`src/verilog/pitch_macros.svh`:
```
// ======================================================================
// Pitch alignment parameters
// Window length, lag count, Hann shift and datapath widths shared by
// the similarity search blocks
// ======================================================================
`ifndef PITCH_MACROS_SVH
`define PITCH_MACROS_SVH

`define PITCH_WIN         16   // Template length in samples
`define PITCH_LAGS        4    // Lags searched, one lane each
`define PITCH_COEF_SHIFT  15   // Q1.15 Hann coefficients

`define PITCH_SAMPLE_W    16
`define PITCH_COEF_W      16
`define PITCH_PROD_W      32
`define PITCH_SUM_W       40

// Index widths
`define PITCH_LAG_W       2    // Covers PITCH_LAGS
`define PITCH_POS_W       5    // Covers PITCH_WIN + PITCH_LAGS - 1
`define PITCH_TAP_W       4    // Covers PITCH_WIN

`endif
```
`src/verilog/pitch_pkg.sv`:
```
// ======================================================================
// Pitch alignment types
// Sample and sum types, the lane broadcast word, the feeder states and
// the periodic Hann window in Q1.15
// ======================================================================
`include "pitch_macros.svh"

package pitch_pkg;

    typedef logic signed [`PITCH_SAMPLE_W-1:0] sample_t;
    typedef logic        [`PITCH_COEF_W-1:0]   coef_t;
    typedef logic signed [`PITCH_PROD_W-1:0]   prod_t;
    typedef logic signed [`PITCH_SUM_W-1:0]    corr_sum_t;
    typedef logic        [`PITCH_LAG_W-1:0]    lag_t;
    typedef logic        [`PITCH_POS_W-1:0]    pos_t;
    typedef logic        [`PITCH_TAP_W-1:0]    tap_t;

    // One search sample as seen by every lane
    typedef struct packed {
        logic    valid;
        pos_t    pos;
        sample_t sample;
    } bcast_t;

    // 0.5 * (1 - cos(2*pi*n/16)), scaled by 32768
    localparam coef_t HANN_COEF [`PITCH_WIN] = '{
        16'd0,     16'd1247,  16'd4799,  16'd10114,
        16'd16384, 16'd22654, 16'd27969, 16'd31521,
        16'd32768, 16'd31521, 16'd27969, 16'd22654,
        16'd16384, 16'd10114, 16'd4799,  16'd1247
    };

    typedef enum logic [1:0] {
        FEED_IDLE,
        FEED_LOAD,
        FEED_SEARCH
    } feed_state_t;

endpackage

```
`src/verilog/lag_correlator.sv`:
```
// ======================================================================
// Lag correlator lane
// Accumulates the cross-correlation of the windowed template with the
// search region at one fixed lag
// ======================================================================
`timescale 1ns/100ps
`include "pitch_macros.svh"

module lag_correlator
    import pitch_pkg::*;
#(
    parameter int LAG = 0
) (
    input  logic      i_clk,
    input  logic      i_rst,
    input  bcast_t    bcast,
    input  sample_t   template [`PITCH_WIN],
    output corr_sum_t lane_sum
);

    localparam pos_t FIRST_POS  = pos_t'(LAG);
    localparam pos_t WIN_END    = pos_t'(LAG + `PITCH_WIN - 1);
    localparam pos_t SEARCH_END = pos_t'(`PITCH_WIN + `PITCH_LAGS - 2);

    logic      in_window;
    tap_t      tap;
    prod_t     product;
    corr_sum_t term;

    assign in_window = (bcast.pos >= FIRST_POS) && (bcast.pos <= WIN_END);
    assign tap       = tap_t'(bcast.pos - FIRST_POS);
    assign product   = prod_t'(bcast.sample) * prod_t'(template[tap]);
    assign term      = in_window ? corr_sum_t'(product) : '0;

    always_ff @(posedge i_clk) begin
        if (bcast.valid) begin
            if (bcast.pos == '0) begin
                lane_sum <= term;   // First sample of a search
            end else if (in_window) begin
                lane_sum <= lane_sum + term;
            end
        end
    end

    // Feeder positions stay inside the search region
    a_pos_range: assert property (@(posedge i_clk) disable iff (i_rst)
        bcast.valid |-> (bcast.pos <= SEARCH_END))
        else $error("lane %0d saw position %0d", LAG, bcast.pos);

endmodule

```
`config.mk`:
```
export PLATFORM = sky130hd
export DESIGN_NAME = lag_correlator
export DESIGN_NICKNAME = d
export VERILOG_FILES = /design/src/verilog/pitch_pkg.sv /design/src/verilog/lag_correlator.sv
export VERILOG_INCLUDE_DIRS = /design/src /design/src/verilog
export SDC_FILE = /design/constraint.sdc
export NUM_CORES = 1
export LEC_CHECK = 0
export ABC_AREA = 1
export BUFFER_PORTS_ARGS = -buffer_cell sky130_fd_sc_hd__buf_4
export CELL_PAD_IN_SITES_DETAIL_PLACEMENT = 1
export CELL_PAD_IN_SITES_GLOBAL_PLACEMENT = 1
export CORE_MARGIN = 4
export CORE_UTILIZATION = 45
export DETAILED_ROUTE_END_ITERATION = 7
export PLACE_DENSITY_LB_ADDON = 0.1
export SETUP_SLACK_MARGIN = 0.02
export SLEW_MARGIN = 25
export SYNTH_ARGS = -nofsm -noshare
export SYNTH_HDL_FRONTEND = slang
export SYNTH_SLANG_ARGS = --single-unit
```
`constraint.sdc`:
```
create_clock -name i_clk -period 25.7 [get_ports i_clk]
set_clock_uncertainty 0.05 [all_clocks]
set_input_delay 1.285 -clock i_clk [delete_from_list [all_inputs] [get_ports i_clk]]
set_output_delay 1.285 -clock i_clk [all_outputs]
set_load 0.01 [all_outputs]
```
After elaboration in Yosys (flattened, before gate mapping) --
Index checks and enable logic that the tools add are counted.
Word-level totals: register bits after elaboration 40, bits of input ports 280, output and inout bits 40
Cells by class: $add $sub $neg 1, multiply operators 1, order comparisons 3, mux-type cells 6, bitwise gates (word level) 1, reduce and logical (&&, ||, !) cells 4
Operators with widths (number):
- $mux 40 | 3
- $bmux 16 s4 | 1
- $add 40x40->40 | 1
- $mul 16x16->32 | 1
- $mux 16 | 2
- $ge 5x1->1 const B | 1
- $ge 5x5->1 const B | 1
- $le 5x4->1 const B | 1
- $logic_not 5->1 | 1
- $not 4->5 | 1
- $reduce_and 2->1 | 1
- $reduce_bool 2->1 | 1
- $logic_and 1x1->1 | 1

Logic depth before layout (Yosys ltp) --
word-level depth 9, depth in mapped cells 52

Worst setup path before layout --
Ideal clock, no wire load.
kind input port to flip-flop, start in bcast[16] (netlist name), end reg lane_sum[39], data pin, arrival 8886 ps, path slack 16504 ps, stages 40, buffers on the path 2, cells stage by stage clkbuf_1 -> clkbuf_1 -> nor2_1 -> o32ai_1 -> o211ai_1 -> nand2_1 -> inv_1 -> nor2_1 -> inv_1 -> fa_1 -> inv_1 -> fa_1 -> fa_1 -> fa_1 -> fa_1 -> inv_1 -> fa_1 -> inv_1 -> (+4 left out) -> o2111a_1 -> o31ai_1 -> or2_2 -> nand3_1 -> inv_1 -> ha_1 -> nand2_1 -> nor2_1 -> nand2_1 -> nor4_1 -> nand2_1 -> nand2_1 -> nand3_4 -> nand2b_4 -> nand3b_1 -> nand2_1 -> nand2_1 -> nand2_1
Between the ends: longest elaborated chain between the ends 9, elaborated cells between the ends (all ways) 13
RTL lines:
- start: declaration | RTL line lag_correlator.sv:16 | input bcast_t bcast,
- $not 4->5 (not written as such) | RTL line lag_correlator.sv:32 | assign product = prod_t'(bcast.sample) * prod_t'(template[tap]);
- $bmux 16 s4 | RTL line lag_correlator.sv:32
- $mux 16 (not written as such) (2 in series) | RTL line lag_correlator.sv:32
- $mul 16x16->32 | RTL line lag_correlator.sv:32
- $mux 40 | RTL line lag_correlator.sv:33 | assign term = in_window ? corr_sum_t'(product) : '0;
- $add 40x40->40 | RTL line lag_correlator.sv:40 | lane_sum <= lane_sum + term;
- $mux 40 | RTL line lag_correlator.sv:39 | end else if (in_window) begin
- $mux 40 (*) | RTL line lag_correlator.sv:37 | if (bcast.pos == '0) begin
- end signal: assignment | RTL line lag_correlator.sv:38 | lane_sum <= term;
- end signal: assignment | RTL line lag_correlator.sv:40
- end: declaration | RTL line lag_correlator.sv:18 | output corr_sum_t lane_sum
Mark *: on every way between the ends. The rest lies on a longest branch, timed or not. The select of a mux whose other input is x is not followed. A chain may end at the register's enable or synchronous reset.

Worst setup path in the final report --
start in bcast[16] (netlist name), end reg lane_sum[36], data pin
Same word-level chain as after synthesis.

==> metrics.yaml <==
tns_ps: 0
synth.yosys.seq_area_share_pct: 7.40
path_buf_inv: 10
drc: 0
routed_wl_um: 58000
top_register: "lane_sum"
final_common_cell: "inv_1"
gr-total-overflow: 0
largest_reg_flops: 40
max_freq_mhz: 86.7
fin_nets: 3123
clk_pin_slew_ps: 70
cp-start-kind: "input port"
dp_hpwl_um: 49900
htreeDepth: 2
io_buffers: 318
slew_viol_final: 0
post_cts_resized: 0
synth_nets: 2878
yosys_most_used_dff: "edfxtp_1"
arrival_ps: 11520
synth-async-reset-ratio_pct: 0
finalCritPeriodShare_pct: 44.9
die_h_um: 198
cts-hold-fix-buffers: 0
stdcell_area_mm2: 0.0190
yosys_warnings: 0
yosys_register_bits: 40
ios: 320
antenna_left: 0
die-area_mm2: 0.0392
rsz0062_at_grt: "no"
largestRegisters: "lane_sum (40)"
critPathMaxFanout: 73
clk_latency_ps: 300
tightest_slew_ps: 800
max-slew-margin-rel_pct: 46.6
min_period_ps: 11530
drive_above_1_share_pct: 15.9
finalSetupViolCount: 0
fp-row-count: 69
grt_pass1_vias: 17800
status: "finished clean"
worst_path_most_repeated_cell: "nand2_1"
drt_first_pass_iters: 4
drt_first_iter_violations: 771
grt_first_pass_wirelength_um: 92200
ff_latch_area_mm2: 0.00120
hold_path_class: "flip-flop to flip-flop"
initial_core_util_pct: 45.7
routabilityCongestion: 0.927
cts_made_buffers: 5
grt_antenna_before_repair: 1
dieWidth_um: 198
placed_area_mm2: 0.0189
fp.coreArea_mm2: 0.0356
maxCapViolations: 0
grt_max_degree: 74
synthCells: 2222
vias: 16100
cts_tree: "built"
multi_input_area_mm2: 0.0129
required_ps: 25690
ctsLongestPathBuffers: 2
grtUsageTotal_pct: 29.5
postCtsSetupBuffers: 0
wl_per_cell_um: 19.8
viasPerCell: 5.49
area_growth_pct: 17.3
cp_slowest_cell: "buf_4"
synth_edf_count: 40
synth_area_mm2: 0.0162
rrSetupSlack_ps: 22440
layout_common_cells: "443 x inv_1, 379 x nor2_1, 345 x nand2_1"
ys_types: 53
syn_area_per_cell_um2: 7.31
cpLargestDelayFamily: "adder cells"
slowest_delay_ps: 690
criticalPathCategory: "input port to flip-flop"
cp-end-kind: "flip-flop"
hold_violations: 0
fillCellCount: 4606
clock_sinks: 40
cts_root_buf: "clkbuf_16"
[worst paths after layout]
path,startpoint,endpoint,cells after the start
worst max-delay path,bcast[16],lane_sum[36],45
worst min-delay path,lane_sum[0],lane_sum[0],3
worst max register to register,lane_sum[0],lane_sum[24],17
worst min register to register,lane_sum[0],lane_sum[0],3
[tightest hold or removal path, delay by kind of cell (launching register included)]
kind            cells  cell delay, ps
flops               1             380
fa+ha+maj           1             150
simple gates        1              40
compound gates      1              60
[cell usage after synthesis, drive strengths merged, types with 27 or more instances]
cell    instances  share of area, %
clkbuf         55               1.3
o221ai         27               1.5
fa            263                32
nand3          53               2.0
o21ai         128               3.9
edfxtp         40               7.4
ha            113               8.7
buf            33               1.0
a21oi         105               3.3
nor2          390               9.3
inv           451                10
nand2         367               9.1
o32ai          39               2.1
[kinds of logic (layout without fill, tap and decap cells)]
family / count (synthesis) / in the layout / synth area share [%]
compound gates: 362 / 362 / 13.9
xor+xnor: 25 / 25 / 1.35
fa+ha+maj: 376 / 376 / 41.1
buf+inv: 549 / 795 / 12.9
flops: 40 / 40 / 7.40
mux: 25 / 25 / 1.54
other cells: 0 / 1 / 0
simple gates: 845 / 845 / 21.8
[routing by layer]
metal	global-route usage, %	up-vias	wire (µm)
li1	-	7455	-
met1	35.7	8057	23200
met2	53.4	432	29400
met3	4.49	132	3020
met4	10.1	0	2320
met5	0	-	0
[through the flow]
step | cells | hold slack (ps) | util, % | worst slack, ps
floorplan | 2222 | 670 | - | 16500
detailed placement | 2921 | 683 | 53.1 | 13970
global placement | 2921 | 682 | 53.1 | 14300
CTS | 2929 | 703 | 53.5 | 14230
finish | 2930 | 683 | 53.5 | 14170
global route | 2930 | 725 | 53.5 | 13370
[cell type report]
| class | count | share of cell area (%) |
|---|---|---|
| antenna | 1 | 0.0131 |
| clock buffer | 7 | 0.697 |
| clock inverter | 1 | 0.0197 |
| inverter | 461 | 9.09 |
| multi-input combinational | 1633 | 68.0 |
| sequential | 40 | 6.31 |
| tap | 461 | 3.03 |
| timing repair buffer | 326 | 12.9 |
Power is not shown: default switching activity piles up to over one toggle a cycle in this logic, so the estimate is an artifact.
