==> src/verilog/pitch_macros.svh <==
// ======================================================================
// Pitch alignment parameters
// Window length, lag count, Hann shift and datapath widths shared by
// the similarity search blocks
// ======================================================================
`ifndef PITCH_MACROS_SVH
`define PITCH_MACROS_SVH

`define PITCH_WIN         16   // Template length in samples
`define PITCH_LAGS        4    // Lags searched, one lane each
`define PITCH_COEF_SHIFT  15   // Q1.15 Hann coefficients

`define PITCH_SAMPLE_W    16
`define PITCH_COEF_W      16
`define PITCH_PROD_W      32
`define PITCH_SUM_W       40

// Index widths
`define PITCH_LAG_W       2    // Covers PITCH_LAGS
`define PITCH_POS_W       5    // Covers PITCH_WIN + PITCH_LAGS - 1
`define PITCH_TAP_W       4    // Covers PITCH_WIN

`endif
==> src/verilog/pitch_pkg.sv <==
// ======================================================================
// Pitch alignment types
// Sample and sum types, the lane broadcast word, the feeder states and
// the periodic Hann window in Q1.15
// ======================================================================
`include "pitch_macros.svh"

package pitch_pkg;

    typedef logic signed [`PITCH_SAMPLE_W-1:0] sample_t;
    typedef logic        [`PITCH_COEF_W-1:0]   coef_t;
    typedef logic signed [`PITCH_PROD_W-1:0]   prod_t;
    typedef logic signed [`PITCH_SUM_W-1:0]    corr_sum_t;
    typedef logic        [`PITCH_LAG_W-1:0]    lag_t;
    typedef logic        [`PITCH_POS_W-1:0]    pos_t;
    typedef logic        [`PITCH_TAP_W-1:0]    tap_t;

    // One search sample as seen by every lane
    typedef struct packed {
        logic    valid;
        pos_t    pos;
        sample_t sample;
    } bcast_t;

    // 0.5 * (1 - cos(2*pi*n/16)), scaled by 32768
    localparam coef_t HANN_COEF [`PITCH_WIN] = '{
        16'd0,     16'd1247,  16'd4799,  16'd10114,
        16'd16384, 16'd22654, 16'd27969, 16'd31521,
        16'd32768, 16'd31521, 16'd27969, 16'd22654,
        16'd16384, 16'd10114, 16'd4799,  16'd1247
    };

    typedef enum logic [1:0] {
        FEED_IDLE,
        FEED_LOAD,
        FEED_SEARCH
    } feed_state_t;

endpackage

==> src/verilog/peak_picker.sv <==
// ======================================================================
// Peak picker
// Snapshots every lane sum once a search completes and registers the
// lag of the strict maximum, lowest lag first on a tie
// ======================================================================
`timescale 1ns/100ps
`include "pitch_macros.svh"

module peak_picker
    import pitch_pkg::*;
(
    input  logic      i_clk,
    input  logic      i_rst,
    input  logic      search_last,
    input  corr_sum_t lane_sum [`PITCH_LAGS],
    output lag_t      best_lag,
    output corr_sum_t best_sum,
    output logic      done
);

    localparam corr_sum_t SUM_MIN = {1'b1, {(`PITCH_SUM_W-1){1'b0}}};

    logic      last_d;      // Lanes finish one cycle after the last broadcast
    logic      cap_valid;
    corr_sum_t snap [`PITCH_LAGS];
    corr_sum_t sel_sum;
    lag_t      sel_lag;

    always_comb begin
        sel_sum = SUM_MIN;
        sel_lag = '0;
        for (int i = 0; i < `PITCH_LAGS; i++) begin
            if (snap[i] > sel_sum) begin   // Strict, so ties keep the lower lag
                sel_sum = snap[i];
                sel_lag = lag_t'(i);
            end
        end
    end

    always_ff @(posedge i_clk or posedge i_rst) begin
        if (i_rst) begin
            last_d    <= 1'b0;
            cap_valid <= 1'b0;
            done      <= 1'b0;
            best_lag  <= '0;
            best_sum  <= '0;
        end else begin
            last_d    <= search_last;
            cap_valid <= last_d;
            done      <= cap_valid;
            if (cap_valid) begin
                best_lag <= sel_lag;
                best_sum <= sel_sum;
            end
        end
    end

    // Frees the lanes for the next search right away
    always_ff @(posedge i_clk) begin
        if (last_d) begin
            for (int i = 0; i < `PITCH_LAGS; i++) begin
                snap[i] <= lane_sum[i];
            end
        end
    end

    a_done_pulse: assert property (@(posedge i_clk) disable iff (i_rst)
        done |=> !done)
        else $error("done held longer than one cycle");

endmodule

==> config.mk <==
export PLATFORM = sky130hd
export DESIGN_NAME = peak_picker
export DESIGN_NICKNAME = d
export VERILOG_FILES = /design/src/verilog/pitch_pkg.sv /design/src/verilog/peak_picker.sv
export VERILOG_INCLUDE_DIRS = /design/src /design/src/verilog
export SDC_FILE = /design/constraint.sdc
export NUM_CORES = 1
export LEC_CHECK = 0
export ABC_CLOCK_PERIOD_IN_PS = 14800
export BUFFER_PORTS_ARGS = -buffer_cell sky130_fd_sc_hd__buf_4
export CAP_MARGIN = 20
export CORE_ASPECT_RATIO = 0.75
export CORE_MARGIN = 5
export CORE_UTILIZATION = 35
export DETAILED_ROUTE_END_ITERATION = 6
export SLEW_MARGIN = 40
export SYNTH_ARGS = -nofsm -noshare
export SYNTH_HDL_FRONTEND = slang
export SYNTH_SLANG_ARGS = --single-unit
export TNS_END_PERCENT = 10
==> constraint.sdc <==
create_clock -name i_clk -period 14.8 [get_ports i_clk]
set_input_delay 4.44 -clock i_clk [delete_from_list [all_inputs] [get_ports i_clk]]
set_output_delay 4.44 -clock i_clk [all_outputs]
set_load 0.1 [all_outputs]
Word-level counts from Yosys, hierarchy flattened
Memories as Yosys holds them, arrays and structs flattened.
Index checks and enable logic that the tools add are counted.
{"block": "word_totals", "ramBits": 160, "wordCells": 19, "in_bits": 163, "n_memories": 1, "reg_bits": 45, "out_inout_bits": 43}
{"name": "snap", "depth": 4, "width": 40, "rd": 4, "rd_ports_with_merged_regs": 0, "write_ports": 4, "line_no": "peak_picker.sv:25", "text": "corr_sum_t snap [`PITCH_LAGS];"}
{"block": "op_classes", "mux": 9, "magnitude_cmp": 4}
{"op": "two-way mux 40 bit", "count": 4}
{"op": "greater-than comparator 40 bit", "count": 3}
{"op": "greater-than comparator 40 bit (second input constant)", "count": 1}
{"op": "two-way mux 2 bit", "count": 2}
{"op": "two-way mux 1 bit", "count": 3}

Depth between registers and ports, before layout
An unclocked memory read counts as a cell.
{"block": "logic_depth", "word_depth": 9, "mapped_depth": 40, "ltp_nobuf": 35}

Worst setup path before layout
No wires, ideal clock.
{"block": "synth_path", "path_kind": "reg2reg", "startpoint": "mem snap[1][39] (netlist bit)", "endpoint": "reg best_lag[0]", "period_less_slack_ps": 7689, "required_time_ps": 14679, "setup_slack_ps": 7111, "n_path_buf": 5, "setup_ps": 121, "path_stages_with_launch": 38, "arrival_time_ps": 7568, "cell_sequence": "edfxtp_1 > ha_1 > a21oi_1 > o21ai_1 > a21oi_1 > o211ai_1 > or2_2 > buf_4 > nand2_2 > buf_1 > mux2i_1 > ha_1 > and4_1 > a21oi_1 > nand2_1 > a221oi_1 > o21ai_0 > a2111oi_0 > [... 2 more ...] > buf_6 > buf_6 > a221oi_2 > a31oi_1 > ha_1 > a21o_1 > a21o_1 > a21o_1 > a21oi_1 > nor2b_1 > o21ai_0 > nand3_1 > a221oi_1 > a21oi_1 > nand2b_1 > clkbuf_1 > a21oi_1 > nor2_1"}
{"element": "from (decl)", "line_no": "peak_picker.sv:25"}
{"element": "to (signal assigned)", "line_no": "peak_picker.sv:52", "text": "best_lag <= sel_lag;"}
{"element": "to (decl)", "line_no": "peak_picker.sv:16", "text": "output lag_t best_lag,"}

==> summary by stage <==
Cells and area
The synthesis-to-finish area growth is 23.38%. The number of non-filler instances in the completed layout is 1693. 0 antenna diodes ended up in the layout. The final net count is ~1500. The fraction of layout cells with a size suffix above 1 is 0.2341.

Global route
The layer carrying the most global-route usage is met1. Global routing finished with a remaining overflow of 0. In the global route stage, met3 resource usage came out at 0.04386. The total routing resource utilization after global routing is 0.1796. In the global route stage, met2 resource usage came out at 0.2656.

The wire length of the first global-routing pass is approximately 52000 um. The via count of the first global-routing pass is roughly 8700. The initial antenna violation count is 0.

The largest net degree at the start of global routing is 85. In the global route stage, met1 resource usage came out at 0.2740.

Routing
The number of nets with antenna violations after routing is 0. The routed wirelength normalized by instance count is 20.75 um. The total via count after detailed routing is 8958.

Before antenna repair, the detailed router went through 5 iterations. In the routed design, unresolved DRC markers number 0. The via density per instance is 5.291. The number of DRC markers in iteration 0 is roughly 660. The final layout contains routed wiring with a total length of ~35000 um.

Timing
The max-slew violation count is 0. The worst path meets setup with around 4.6 ns of slack. Setup repair after global routing left no endpoint under its margin.

The worst pin sits at a relative slew slack of 0.4575. At the pin with the least slew margin, the transition time is approximately 0.8 ns. The final clock period utilization by the worst path is 0.6911. The number of endpoints failing setup at the final stage is 0. The post-route setup TNS is 0 ns. Timing would allow up to 97.77 MHz. The post-route worst hold slack is 0.5091 ns. The number of hold violations in the final report was 0.

The clock skew after layout is 0.01838 ns. The worst path needs around 10 ns of the cycle, external delays included.

CTS
CTS built an H-tree with a depth of 1. The count of buffers added by post-CTS timing repair for setup is 0. Clock-pin slew was measured on the worst setup and hold paths at around 0.07 ns.

Clock tree synthesis found a total of ~210 sinks. The maximum buffer depth of the clock tree is 3. The buffer cell driving the clock tree root is clkbuf_16.

TritonCTS built the clock tree. The number of buffers inserted during clock tree synthesis is 23. Buffers inserted to repair hold after CTS numbered 0. The number of gates resized after cts is 0. At the later pin of the worst-skew pair, clock insertion delay measures 0.53 ns.

Power and ir drop
The share of total power dissipated in sequential elements is 0.323. The switching power total is ~1000 uW. The power density relative to cell area is about 160 nW/um2. The internal portion of total power is around 1300 uW.

The fraction of power consumed by combinational cells is 0.437. The peak ir drop on the vdd network is between 0.1 and 0.15 mV. The share of total power consumed by net switching is 0.4397. The post-route total power is 2368 uW. Of the total power, the clock network draws 0.241. The analysis attributes to cell leakage a power of slightly above 0.006 uW.

Logic synthesis
The post-synthesis async set-or-reset flop share is 0.2195. For this run, the register share of the synthesized area comes to 0.5059. The share of synthesized cell area in full adder, half adder and majority cells is 0.1259.

The average footprint of a synthesized cell is around 11 um2. Measured against the total synthesized area, the mux share comes to 0.03767. Of the total synthesized cell area, the portion taken by XOR and XNOR cells is 0.002241. Counting distinct cell types in the post-synthesis netlist gives 60. For this run, the leading register cell type out of synthesis is edfxtp_1. The post-synthesis net count is 1320. The simple-gate share of the synthesized area is 0.1154. Synthesis inferred slightly above 200 register bits. The mapped netlist covers roughly 12000 um2.

The cell count after synthesis came out at a little over 1000. The dominant combinational cell family by area after synthesis is compound AO/OA/AOI/OAI gates. The warning count from the yosys run is 0. The fraction of the mapped netlist area in compound gates came to 0.1658. The count of flip-flops with a built-in enable after synthesis is 160.

Place
The number of placed instances, taps included, is 1651. The worst slack after detailed placement is 4.398 ns. Summed over all nets, the half-perimeter wirelength after detailed placement is between 20000 and 30000 um.

The congestion estimate from routability-driven global placement came to ~0.9. The count of input and output buffers is between 200 and 250.

Critical path
The worst setup path is of the flop to flop kind. The worst endpoint required time is between 15 and 20 ns. STA puts the critical path data arrival time at around 11 ns. The worst setup path is launched from a flop. The critical path's slowest cell is o31ai_4.

For this run, the slowest stage of the critical path takes approximately 0.76 ns. The largest fanout on the critical path is 33. The most numerous cell type found on the critical path is a21o_1.

The sort of element at the end of the critical path is a flop.

Min path
The path class of the tightest hold or removal check is flop to flop.

Floorplanning
In this run the count of I/O pins placed on the die edge is 206. Measured along the y axis, the die boundary spans ~170 um. The area of the die is 37290 um2. The core footprint is approximately 33000 um2. From left edge to right edge, the die measures approximately 220 um.

The initial utilization of the core area, before any placement, comes to 0.3520. The floorplan has 58 rows.

Run
Across the run, the number of max-cap violations was 0.

Status
The run finished with clean final reports.
-- synthesized netlist by cell type, drive strengths merged (3+ instances only) --
cell type | n | area [um2]
o21a | 7 | 52.55
nand2 | 70 | 265.3
o21ai | 61 | 309.0
inv | 84 | 315.3
o211ai | 4 | 30.03
mux2i | 43 | 430.4
ha | 118 | 1476
clkbuf | 37 | 138.9
a22oi | 3 | 22.52
and2 | 6 | 40.04
a221oi | 40 | 475.5
and3 | 6 | 37.54
dfrtp | 45 | 1126
o31ai | 4 | 48.79
nor3 | 8 | 40.04
nor2 | 24 | 90.09
nor4 | 4 | 40.04
a21oi | 40 | 200.2
nand4 | 28 | 190.2
edfxtp | 160 | 4805
buf | 16 | 97.59
xnor2 | 3 | 26.28
a21boi | 3 | 22.52
nor2b | 48 | 300.3
nand3 | 46 | 230.2
a21o | 20 | 150.1
nand2b | 7 | 43.79
a31oi | 78 | 488.0
-- registers in the layout (all words and copies together), names as in the netlist --
register and cells:
best_lag 2, done 1, snap 160, cap_valid 1, last_d 1, best_sum 40
-- placed cells by master, fill, tap and decap left out, types with 3 or more instances in the layout --
cell type	n
inv_1	83
edfxtp_1	160
mux2i_1	43
a21o_1	20
nor2_1	24
and3_1	6
nor2b_1	48
o211ai_1	4
clkinv_2	3
xnor2_1	3
nand2b_1	6
nand4_1	27
and2_1	5
nor3_1	8
nand2_1	69
ha_1	117
a21oi_1	39
o21ai_1	40
bufinv_16	3
buf_4	213
a221oi_2	20
o21a_1	7
a31oi_1	78
nand3_1	46
clkinvlp_4	3
clkbuf_16	23
clkbuf_1	6
a221oi_1	20
a22oi_1	3
o21ai_0	20
dfrtp_1	43
-- per-stage QoR --
stage | cell area [um2] | utilization
after global routing | 14470 | 0.4343
after floorplan | 11720 | -
final | 14470 | 0.4343
after detailed placement | 13700 | 0.4112
after global placement | 13680 | 0.4108
after CTS | 14440 | 0.4335
-- final cells by class --
class / count / area, um2
fillers: 3138 / 18840
flip-flops and latches: 205 / 5936
multi-input cells: 697 / 5265
repair buffers: 216 / 1642
clock buffers: 29 / 598.1
well taps: 450 / 563.0
inverters: 84 / 317.8
clock inverters: 12 / 143.9
-- path summary, 6_finish.rpt --
kind / startpoint / endpoint / slack (ns) / cells after the start
setup / recovery: snap[1][39] / best_sum[9] / 4.57 / 34
hold / removal: best_lag[0] / best_lag[0] / 0.51 / 2
setup reg to reg: snap[1][39] / best_sum[9] / 4.57 / 34
hold reg to reg: best_lag[0] / best_lag[0] / 0.51 / 2
max in group asynchronous: i_rst / last_d / 10.36 / 2
min in group asynchronous: i_rst / last_d / 3.99 / 2
-- kinds of logic after synthesis --
logic type | after synthesis
mux | 44
xor+xnor | 3
compound gates | 276
simple gates | 256
fa+ha+maj | 118
buf+inv | 137
flops | 205
-- power groups by stage --
| stage | combinational [uW] | sequential [uW] | clock, uW |
|---|---|---|---|
| after CTS | 1030 | 763 | 588 |
| after floorplan | 370 | 1150 | 0 |
| final | 1030 | 764 | 570 |
| after detailed placement | 1030 | 773 | 0 |
| after global placement | 1020 | 772 | 0 |
| after global routing | 1100 | 772 | 612 |
-- per-layer routing --
layer,wire length (um),share of wire
met3,2909,0.083
met5,0,0
met4,407,0.012
met2,14830,0.42
met1,16980,0.48
-- critical path, delay by kind of cell, from the launching register on --
kind | cells | cell delay, ns
buffers and inverters | 3 | 1.35
AOI/OAI and AO/OA | 16 | 4.25
adders and majority gates | 3 | 1.15
DFF | 1 | 0.40
muxes | 1 | 0.48
and+or+nand+nor | 11 | 2.45
No activity file was read; power rests on OpenSTA's default activity.
