<file path="config.mk">
export PLATFORM = sky130hd
export DESIGN_NAME = frame_feeder
export DESIGN_NICKNAME = d
export VERILOG_FILES = /design/src/verilog/pitch_pkg.sv /design/src/verilog/frame_feeder.sv
export VERILOG_INCLUDE_DIRS = /design/src /design/src/verilog
export SDC_FILE = /design/constraint.sdc
export NUM_CORES = 1
export LEC_CHECK = 0
export BUFFER_PORTS_ARGS = -buffer_cell sky130_fd_sc_hd__clkbuf_2
export CORE_MARGIN = 2
export CORE_UTILIZATION = 45
export DETAILED_ROUTE_END_ITERATION = 6
export PLACE_DENSITY_LB_ADDON = 0.25
export SYNTH_ARGS = -nofsm -noshare
export SYNTH_HDL_FRONTEND = slang
export SYNTH_SLANG_ARGS = --single-unit
</file>
<file path="constraint.sdc">
create_clock -name i_clk -period 9.48 [get_ports i_clk]
set_clock_uncertainty 0.15 [all_clocks]
set_input_delay 0.474 -clock i_clk [delete_from_list [all_inputs] [get_ports i_clk]]
set_output_delay 0.474 -clock i_clk [all_outputs]
set_load 0.02 [all_outputs]
</file>
<file path="src/verilog/pitch_macros.svh">
// ======================================================================
// Pitch alignment parameters
// Window length, lag count, Hann shift and datapath widths shared by
// the similarity search blocks
// ======================================================================
`ifndef PITCH_MACROS_SVH
`define PITCH_MACROS_SVH

`define PITCH_WIN         16   // Template length in samples
`define PITCH_LAGS        4    // Lags searched, one lane each
`define PITCH_COEF_SHIFT  15   // Q1.15 Hann coefficients

`define PITCH_SAMPLE_W    16
`define PITCH_COEF_W      16
`define PITCH_PROD_W      32
`define PITCH_SUM_W       40

// Index widths
`define PITCH_LAG_W       2    // Covers PITCH_LAGS
`define PITCH_POS_W       5    // Covers PITCH_WIN + PITCH_LAGS - 1
`define PITCH_TAP_W       4    // Covers PITCH_WIN

`endif
</file>
<file path="src/verilog/pitch_pkg.sv">
// ======================================================================
// Pitch alignment types
// Sample and sum types, the lane broadcast word, the feeder states and
// the periodic Hann window in Q1.15
// ======================================================================
`include "pitch_macros.svh"

package pitch_pkg;

    typedef logic signed [`PITCH_SAMPLE_W-1:0] sample_t;
    typedef logic        [`PITCH_COEF_W-1:0]   coef_t;
    typedef logic signed [`PITCH_PROD_W-1:0]   prod_t;
    typedef logic signed [`PITCH_SUM_W-1:0]    corr_sum_t;
    typedef logic        [`PITCH_LAG_W-1:0]    lag_t;
    typedef logic        [`PITCH_POS_W-1:0]    pos_t;
    typedef logic        [`PITCH_TAP_W-1:0]    tap_t;

    // One search sample as seen by every lane
    typedef struct packed {
        logic    valid;
        pos_t    pos;
        sample_t sample;
    } bcast_t;

    // 0.5 * (1 - cos(2*pi*n/16)), scaled by 32768
    localparam coef_t HANN_COEF [`PITCH_WIN] = '{
        16'd0,     16'd1247,  16'd4799,  16'd10114,
        16'd16384, 16'd22654, 16'd27969, 16'd31521,
        16'd32768, 16'd31521, 16'd27969, 16'd22654,
        16'd16384, 16'd10114, 16'd4799,  16'd1247
    };

    typedef enum logic [1:0] {
        FEED_IDLE,
        FEED_LOAD,
        FEED_SEARCH
    } feed_state_t;

endpackage

</file>
<file path="src/verilog/frame_feeder.sv">
// ======================================================================
// Frame feeder
// Stores the Hann-windowed template as it is loaded, then numbers each
// search sample and broadcasts it to all correlator lanes
// ======================================================================
`timescale 1ns/100ps
`include "pitch_macros.svh"

module frame_feeder
    import pitch_pkg::*;
(
    input  logic    i_clk,
    input  logic    i_rst,
    input  logic    frame_load,
    input  sample_t frame_sample,
    input  logic    search_valid,
    input  sample_t search_sample,
    output bcast_t  bcast,
    output sample_t template [`PITCH_WIN],
    output logic    search_last
);

    localparam tap_t LAST_TAP = tap_t'(`PITCH_WIN - 1);
    localparam pos_t LAST_POS = pos_t'(`PITCH_WIN + `PITCH_LAGS - 2);

    feed_state_t state;
    tap_t        tap_cnt;
    pos_t        pos_cnt;
    prod_t       win_prod;
    prod_t       win_shift;
    logic        search_ok;
    logic        last_pos;

    // Template sample times its window coefficient, back to Q15
    assign win_prod  = prod_t'(frame_sample) * prod_t'(HANN_COEF[tap_cnt]);
    assign win_shift = win_prod >>> `PITCH_COEF_SHIFT;

    assign search_ok = search_valid && (state == FEED_SEARCH);
    assign last_pos  = (pos_cnt == LAST_POS);

    always_ff @(posedge i_clk or posedge i_rst) begin
        if (i_rst) begin
            state       <= FEED_IDLE;
            tap_cnt     <= '0;
            pos_cnt     <= '0;
            bcast       <= '0;
            search_last <= 1'b0;
        end else begin
            bcast.valid <= search_ok;
            search_last <= search_ok && last_pos;
            if (search_ok) begin
                bcast.pos    <= pos_cnt;
                bcast.sample <= search_sample;
                pos_cnt      <= last_pos ? '0 : pos_cnt + 1'b1;
            end

            if (frame_load) begin
                tap_cnt <= (tap_cnt == LAST_TAP) ? '0 : tap_cnt + 1'b1;
                pos_cnt <= '0;   // New template abandons any partial search
            end

            case (state)
                FEED_IDLE: begin
                    if (frame_load) begin
                        state <= FEED_LOAD;
                    end
                end
                FEED_LOAD: begin
                    if (frame_load && tap_cnt == LAST_TAP) begin
                        state <= FEED_SEARCH;
                    end
                end
                FEED_SEARCH: begin
                    // Template stays in use until a new one starts
                    if (frame_load) begin
                        state <= FEED_LOAD;
                    end
                end
                default: begin
                    state <= FEED_IDLE;
                end
            endcase
        end
    end

    always_ff @(posedge i_clk) begin
        if (frame_load) begin
            template[tap_cnt] <= sample_t'(win_shift);
        end
    end

    // Caller keeps the two strobes apart
    a_no_overlap: assert property (@(posedge i_clk) disable iff (i_rst)
        !(frame_load && search_valid))
        else $error("frame_load and search_valid high together");

    // Search must wait for the whole template
    a_no_early_search: assert property (@(posedge i_clk) disable iff (i_rst)
        (state == FEED_LOAD) |-> !search_valid)
        else $error("search sample during template load");

endmodule

</file>
Word level (Yosys, flattened, before mapping):

Memories as Yosys holds them, arrays and structs flattened.
Cells that the tools add are included.

* register bits: 290
* bits in latches: 0
* memory bits (writable): 0
* ROM bits: 256
* output and inout port bits: 279
* memories kept: 1

* add/subtract/negate cells: 2
* multipliers: 1
* div/mod/pow operators: 0
* $lt $le $gt $ge: 2
* eq/ne operators: 6
* shifts and indexed selects: 0
* muxes and demuxes: 12
* bitwise logic cells: 1
* reduce and logical (&&, ||, !) cells: 8

Memories
* (no name shown): depth 16, bits a word 16, read ports 1, clocked after Yosys merged registers in 0, wr ports 0, line frame_feeder.sv:35 `assign win_prod = prod_t'(frame_sample) * prod_t'(HANN_COEF[tap_cnt]);`

Operators with widths (count)
* $bwmux 256: 1
* $demux 16 s4: 1
* $mux 16: 3
* $mul 16x17->31: 1
* $mux 5: 3
* $add 5x1->5 const B: 1
* $eq 5x5->1 const B: 1
* $ge 5x5->1 const B: 1
* $lt 5x1->1 const B: 1
* $not 4->5: 1
* $add 4x1->4 const B: 1
* $eq 4x4->1 const B: 1
* $logic_and 1x1->1: 4
* $mux 2: 2
* $mux 4: 1
* $pmux 2 s2: 1
* $eq 2x1->1 const B: 1
* $eq 2x2->1 const B: 1
* $logic_not 2->1: 1
* $ne 2x1->1 const B: 1
* $ne 2x2->1 const B: 1
* $reduce_and 2->1: 1
* $reduce_bool 2->1: 1
* $reduce_or 2->1: 1

Longest topological paths before layout:

Gate-level depths: netlist of the first run.

* word-level depth: 6
* mapped depth: 29
* mapped depth without buffers: 26

Worst setup path before layout of the first run:

Ideal clock, no wire load.

* kind: register to register
* start point: register tap_cnt[1]
* end point: register template[104] in the netlist's numbering (data pin)
* arrival: 6.880 ns
* required time: 8.990 ns
* setup slack: 2.109 ns
* cell stages (with the launch flop): 27
* buffers on the path: 3
* cell sequence: dfrtp_1 > buf_6 > inv_1 > ha_1 > mux2_2 > nor2_1 > a21oi_1 > clkbuf_1 > nand2_1 > fa_1 > fa_1 > inv_1 > fa_1 > fa_1 > fa_1 > inv_1 > fa_1 > inv_1 > ha_1 > clkbuf_1 > nand4_1 > a21oi_1 > o31ai_2 > a21oi_1 > a41o_1 > nor3_1 > a211oi_1

* longest elaborated chain between the ends: 6
* elaborated cells between the ends (all ways): 11
* classes of those cells: mul (1); order compare (2); mux (5); bitwise (1); reduce/logical (1); memory (1)

Ends and longest elaborated chain
* from (decl): line frame_feeder.sv:27 `tap_t tap_cnt;`
* from (signal assigned): line frame_feeder.sv:58 `tap_cnt <= (tap_cnt == LAST_TAP) ? '0 : tap_cnt + 1'b1;`
* $not 4->5 (not written as such): line frame_feeder.sv:35
* $mem_v2 16x16
* $mux 16 (not written as such) (2 in a row): line frame_feeder.sv:35
* $mul 16x17->31: line frame_feeder.sv:35
* via win_prod[23]: line frame_feeder.sv:29 `prod_t win_prod;`
* $bwmux 256: line frame_feeder.sv:88 `template[tap_cnt] <= sample_t'(win_shift);`
* to (signal, indexed assignment): line frame_feeder.sv:88
* to (decl): line frame_feeder.sv:19 `` output sample_t template [`PITCH_WIN], ``

The timed path passes the listed nets, and every way through them passes these cells. The select of a mux whose other input is x is not followed.
A chain may end at the register's enable or synchronous reset.

Worst setup path after layout of the first run:

* start point: register tap_cnt[2]
* end point: register template[120] in the netlist's numbering (data pin)

The elaborated chain is that of the path after synthesis.

==> flow_metrics.env, run 1 <==
export IMPL_outcome="completed"
export IMPL_root_buffer="clkbuf_16"
export IMPL_drive_above_1_share_pct=24.5
export IMPL_dp_slack_ps=1420
export IMPL_vias=11600
export IMPL_hold_path_class="primary input to register"
export IMPL_fp_coreArea_um2=38900
export IMPL_rows=72
export IMPL_numCtsBuffers=24
export IMPL_dp_cells=2234
export IMPL_layout_common_cells="clkbuf_2, edfxtp_1, inv_1"
export IMPL_postRouteAntennaNets=0
export IMPL_yosys_area_top_type="edfxtp_1"
export IMPL_insertion_delay_ps=510
export IMPL_async_flop_share_pct=11.7
export IMPL_cp_cell_sequence="nand2b_1 -> nand2_1 -> mux2_2 -> and2_1 -> inv_2 -> fa_1 -> inv_1 -> fa_1 -> inv_1 -> fa_1 -> inv_1 -> fa_1 -> fa_1 -> inv_1 -> fa_1 -> inv_1 -> ha_1 -> nand4_1 -> a21oi_1 -> o31ai_2 -> a21oi_1 -> a41o_1 -> nor3_1 -> a211oi_2"
export IMPL_dieHeight_um=203
export IMPL_finalCritPeriodShare_pct=86.0
export IMPL_wl_um=47700
export IMPL_htree_levels=1
export IMPL_setup_viol=0
export IMPL_ys_top_cells_by_area="edfxtp_1, fa_1, ha_1, inv_1, dfrtp_1"
export IMPL_via_per_inst=5.10
export IMPL_worstPathMaxFanout=20
export IMPL_yosysSeqAreaShare_pct=47.9
export IMPL_cp_arrival_ps=8190
export IMPL_rsz0062_at_grt="no"
export IMPL_synth_edf_count=256
export IMPL_grt_max_degree=35
export IMPL_synth_top_cell_area_share_pct=43.1
export IMPL_dp_hpwl_um=37500
export IMPL_dieWidth_um=203
export IMPL_syn_nets=1762
export IMPL_initial_utilization_pct=45.8
export IMPL_pin_count=315
export IMPL_required_ps=9520
export IMPL_r2r_worst_path_cells=24
export IMPL_drc=0
export IMPL_path_delay_family="adder cells"
export IMPL_routedWlPerCell_um=20.9
export IMPL_antenna_found_initial=0
export IMPL_areaGrowthSynthToFinish_pct=17.5
export IMPL_dr_first_iter_drc_count=858
export IMPL_port_buffers=314
export IMPL_critical_path_startpoint_type="register"
export IMPL_fin_tns_setup_ps=0
export IMPL_ys_ff_latch=290
export IMPL_cts_buffer_depth=3
export IMPL_yosysUniqueCellTypes=67
export IMPL_synth_area_um2=17800
export IMPL_path_depth=24
export IMPL_layout_commonest_cell="clkbuf_2"
export IMPL_finalMaxSlewViolations=0
export IMPL_worstSetupEndpointType="register"
export IMPL_min_path_cells=3
export IMPL_cts_clk_slew_worst_paths_ps=70
export IMPL_slowest_delay_ps=830
export IMPL_synth_avg_cell_area_um2=12.6
export IMPL_max_freq_mhz=123
export IMPL_drt_pass1_iterations=5
export IMPL_finalNonFillerCells=2284
export IMPL_globalplace_congestion=0.889
export IMPL_finalHoldViolations=0
export IMPL_cp_slowest_cell="dfrtp_1"
export IMPL_overflow=0
export IMPL_drv_cap=0
export IMPL_worst_slack_ps=1330
export IMPL_slew_headroom_pct=23.8
export IMPL_grt_pass1_vias=12200
export IMPL_num_antenna_cells=0
export IMPL_synth_ff_type="edfxtp_1"
export IMPL_die_area_um2=41200
export IMPL_cpMostUsedCell="fa_1"
export IMPL_crit_type="register to register"
export IMPL_fin_hold_ws_ps=10.7
export IMPL_cp_num_buf_inv=6
export IMPL_post_route_min_period_ps=8150
export IMPL_grt_pass1_wl_um=72700
export IMPL_post_cts_buffers=0
export IMPL_grt_use_total_pct=23.3
export IMPL_clock_sinks=290
export IMPL_syn_inst=1419
export IMPL_tightest_slew_ps=1140
export IMPL_final_nets=2092
export IMPL_cts_tree="yes"
export IMPL_yosys_warnings=0
==> path summary, 6_finish.rpt <==
check / start / to / slack (ps)
worst min register to register: bcast[11]$_DFFE_PP0P_ / bcast[11]$_DFFE_PP0P_ / 330
min in group asynchronous: i_rst / bcast[21]$_DFF_PP0_ / 440
worst max register to register: tap_cnt[2]$_DFFE_PP0P_ / template[120]$_DFFE_PP_ / 1330
max in group asynchronous: i_rst / search_last$_DFF_PP0_ / 8410
worst max-delay path: tap_cnt[2]$_DFFE_PP0P_ / template[120]$_DFFE_PP_ / 1330
worst min-delay path: search_sample[15] / bcast[15]$_DFFE_PP0P_ / 10
==> tightest hold or removal path, delay by kind of cell <==
family	cells	cell delay (ps)
simple gates	2	90
buf+inv	1	70
==> cells by family (layout without fill, tap and decap cells) <==
family / Yosys count / after routing / share of synthesized area [%]
xor gates and xnor gates: 29 / 29 / 1.42
DFF: 290 / 290 / 47.9
buffers and inverters: 287 / 634 / 6.33
muxes: 9 / 9 / 0.667
and+or+nand+nor: 386 / 386 / 10.3
adders and majority gates: 307 / 307 / 29.1
AOI/OAI and AO/OA: 111 / 111 / 4.22
==> metal layers <==
layer | wire (um) | part of all wire [%] | vias to the layer above | global-route usage, %
li1 | - | - | 5282 | -
met1 | 19600 | 41 | 5852 | 29.7
met2 | 23500 | 49 | 419 | 40.7
met3 | 2770 | 5.8 | 92 | 3.13
met4 | 1810 | 3.8 | 0 | 8.84
met5 | 0 | 0 | - | 0
==> stage by stage <==
stage / util, % / instance area (um2)
CTS: 53.8 / 20900
finish: 53.8 / 20900
global route: 53.8 / 20900
floorplan: - / 17800
global placement: 51.7 / 20100
detailed placement: 51.7 / 20100
==> flip-flops by register name, indices dropped and copies added, names as in the netlist <==
| register | flops |
|---|---|
| state | 2 |
| bcast | 22 |
| template | 256 |
| search_last | 1 |
| pos_cnt | 5 |
| tap_cnt | 4 |
==> cells in the mapped netlist (8+ instances only) <==
cell and count:
a21oi_1 30, nand2_1 191, and2_1 79, nor2_1 38, xor2_1 14, inv_1 233
o21ai_0 20, a21o_1 8, xnor2_1 15, edfxtp_1 256, clkbuf_1 39, nand2b_1 13
fa_1 180, o21ai_1 8, nor2b_1 12, dfrtp_1 34, nand3_1 16, nor3_1 8
ha_1 127
==> what timing repair did <==
action | CTS | global route
endpoints found under the setup margin | 0 | 0
gates resized for setup | 0 | 0
hold buffers | 7 | 0
hold endpoints to repair | 40 | 0
==> layout make-up <==
type                    count  area [um2]
fillers                  3352       18000
inverters                 236         886
multi-input cells         842        8220
flip-flops and latches    290        8540
well taps                 518         648
clock buffers              27         633
clock inverters            16         121
repair buffers            355        1900
Power of run 1 is not shown: default switching activity piles up to over one toggle a cycle in this logic, so the estimate is an artifact.
==> inputs of run 2 (changes only) <==
clock period = 10 ns   (was 9.48 ns; I/O delays follow)
==> flow_metrics.env, run 2 (synthesized netlist as in run 1, its figures left out) <==
export IMPL_outcome="completed"
export IMPL_cts_resized=0
export IMPL_numCtsBuffers=26
export IMPL_cts_clk_slew_worst_paths_ps=80
export IMPL_final_nets=2082
export IMPL_required_ps=10040
export IMPL_finalCritPeriodShare_pct=82.6
export IMPL_clock_sinks=290
export IMPL_post_route_min_period_ps=8260
export IMPL_overflow=0
export IMPL_antenna_found_initial=0
export IMPL_grt_pass1_wl_um=72800
export IMPL_tightest_slew_ps=1210
export IMPL_globalplace_congestion=0.849
export IMPL_pin_count=315
export IMPL_areaGrowthSynthToFinish_pct=17.6
export IMPL_drv_cap=0
export IMPL_finalMaxSlewViolations=0
export IMPL_regMostFlops="template"
export IMPL_cp_num_buf_inv=6
export IMPL_vias=11700
export IMPL_drt_pass1_iterations=5
export IMPL_setup_viol=0
export IMPL_initial_utilization_pct=45.8
export IMPL_root_buffer="clkbuf_16"
export IMPL_grt_use_total_pct=23.6
export IMPL_rrSetupSlack_ps=1740
export IMPL_dr_first_iter_drc_count=955
export IMPL_cts_buffer_depth=3
export IMPL_path_delay_family="adder cells"
export IMPL_critical_path_startpoint_type="register"
export IMPL_drive_above_1_share_pct=24.6
export IMPL_slowest_delay_ps=830
export IMPL_cts_tree="yes"
export IMPL_worstSetupEndpointType="register"
export IMPL_reg_largest_list="template: 256 flops, bcast: 22 flops, pos_cnt: 5 flops"
export IMPL_dp_hpwl_um=37100
export IMPL_cp_arrival_ps=8300
export IMPL_wl_um=48200
export IMPL_grt_max_degree=35
export IMPL_dieHeight_um=203
export IMPL_drc=0
export IMPL_cp_slowest_cell="xor2_1"
export IMPL_cts_hold_buffers=1
export IMPL_worstPathMaxFanout=20
export IMPL_crit_type="register to register"
export IMPL_cp_cell_sequence="nand2b_1 -> nand2_1 -> mux2_2 -> and2_1 -> inv_2 -> fa_1 -> inv_1 -> fa_1 -> inv_1 -> fa_1 -> inv_1 -> fa_1 -> fa_1 -> inv_1 -> fa_1 -> inv_1 -> ha_1 -> a21o_1 -> a31oi_1 -> o21ai_1 -> a21o_2 -> o21ai_2 -> o221ai_2 -> xor2_1"
export IMPL_num_antenna_cells=0
export IMPL_postRouteAntennaNets=0
export IMPL_layout_commonest_cell="clkbuf_2"
export IMPL_htree_levels=1
export IMPL_cpMostUsedCell="fa_1"
export IMPL_rsz0062_at_grt="no"
export IMPL_rows=72
export IMPL_fp_coreArea_um2=38900
export IMPL_dieWidth_um=203
export IMPL_via_per_inst=5.13
export IMPL_slew_headroom_pct=19.1
export IMPL_grt_pass1_vias=12000
export IMPL_post_cts_buffers=0
export IMPL_port_buffers=314
export IMPL_max_freq_mhz=121
export IMPL_hold_path_class="primary input to register"
export IMPL_fin_tns_setup_ps=0
export IMPL_finalHoldViolations=0
export IMPL_largest_register_ffs=256
export IMPL_layout_common_cells="clkbuf_2, edfxtp_1, inv_1"
export IMPL_die_area_um2=41200
export IMPL_insertion_delay_ps=550
export IMPL_routedWlPerCell_um=21.2
==> run 2: cell count changes in the layout (fill, tap and decap cells not counted), moves of 2 or more <==
cell and change:
clkinv_1 +2, buf_4 -6, bufinv_16 +2, clkbuf_1 -2
dlygate4sd3_1 -6
==> run 2: routing by layer <==
metal / track usage (%) / part of all wire, % / up-vias
met5: 0 / 0 / -
met4: 7.64 / 3.2 / 0
met3: 3.21 / 6.2 / 77
met2: 41.5 / 50 / 455
met1: 30.4 / 41 / 5882
li1: - / - / 5263
==> run 2: final timing paths <==
kind,start,end,cells past startpoint
max,tap_cnt[2]$_DFFE_PP0P_,template[61]$_DFFE_PP_,24
min,search_sample[11],bcast[11]$_DFFE_PP0P_,3
max reg2reg,tap_cnt[2]$_DFFE_PP0P_,template[61]$_DFFE_PP_,24
min reg2reg,bcast[15]$_DFFE_PP0P_,bcast[15]$_DFFE_PP0P_,2
max in group asynchronous,i_rst,tap_cnt[1]$_DFFE_PP0P_,4
min in group asynchronous,i_rst,tap_cnt[2]$_DFFE_PP0P_,4
==> run 2: area by class of cell <==
type                            instances  area [um2]
Fill cell                            3327       18000
Timing Repair Buffer                  343        1790
Inverter                              236         886
Tap cell                              518         648
Clock inverter                         22         209
Clock buffer                           26         651
Sequential cell                       290        8540
Multi-Input combinational cell        842        8240
==> run 2: worst reg2reg max path, delay by kind of cell (launching register included) <==
family	cells	cell delay, ps
AO/OA/AOI/OAI	6	1110
XOR/XNOR	1	830
adder cells (fa/ha/maj)	7	3300
buffers and inverters	6	320
flip-flops	1	820
multiplexers	1	500
AND/OR/NAND/NOR	3	880
==> run 2: per-stage QoR <==
stage	util (%)	hold slack, ps	cell area [um2]	cells	worst slack (ps)
finish	53.9	18.4	21000	2277	1740
global route	53.9	26.7	21000	2277	1290
CTS	53.9	7.54	21000	2277	1810
detailed placement	51.6	314	20100	2228	1800
global placement	51.6	309	20100	2228	2000
floorplan	-	296	17800	1419	2630
Power of run 2 is left out for the same reason.
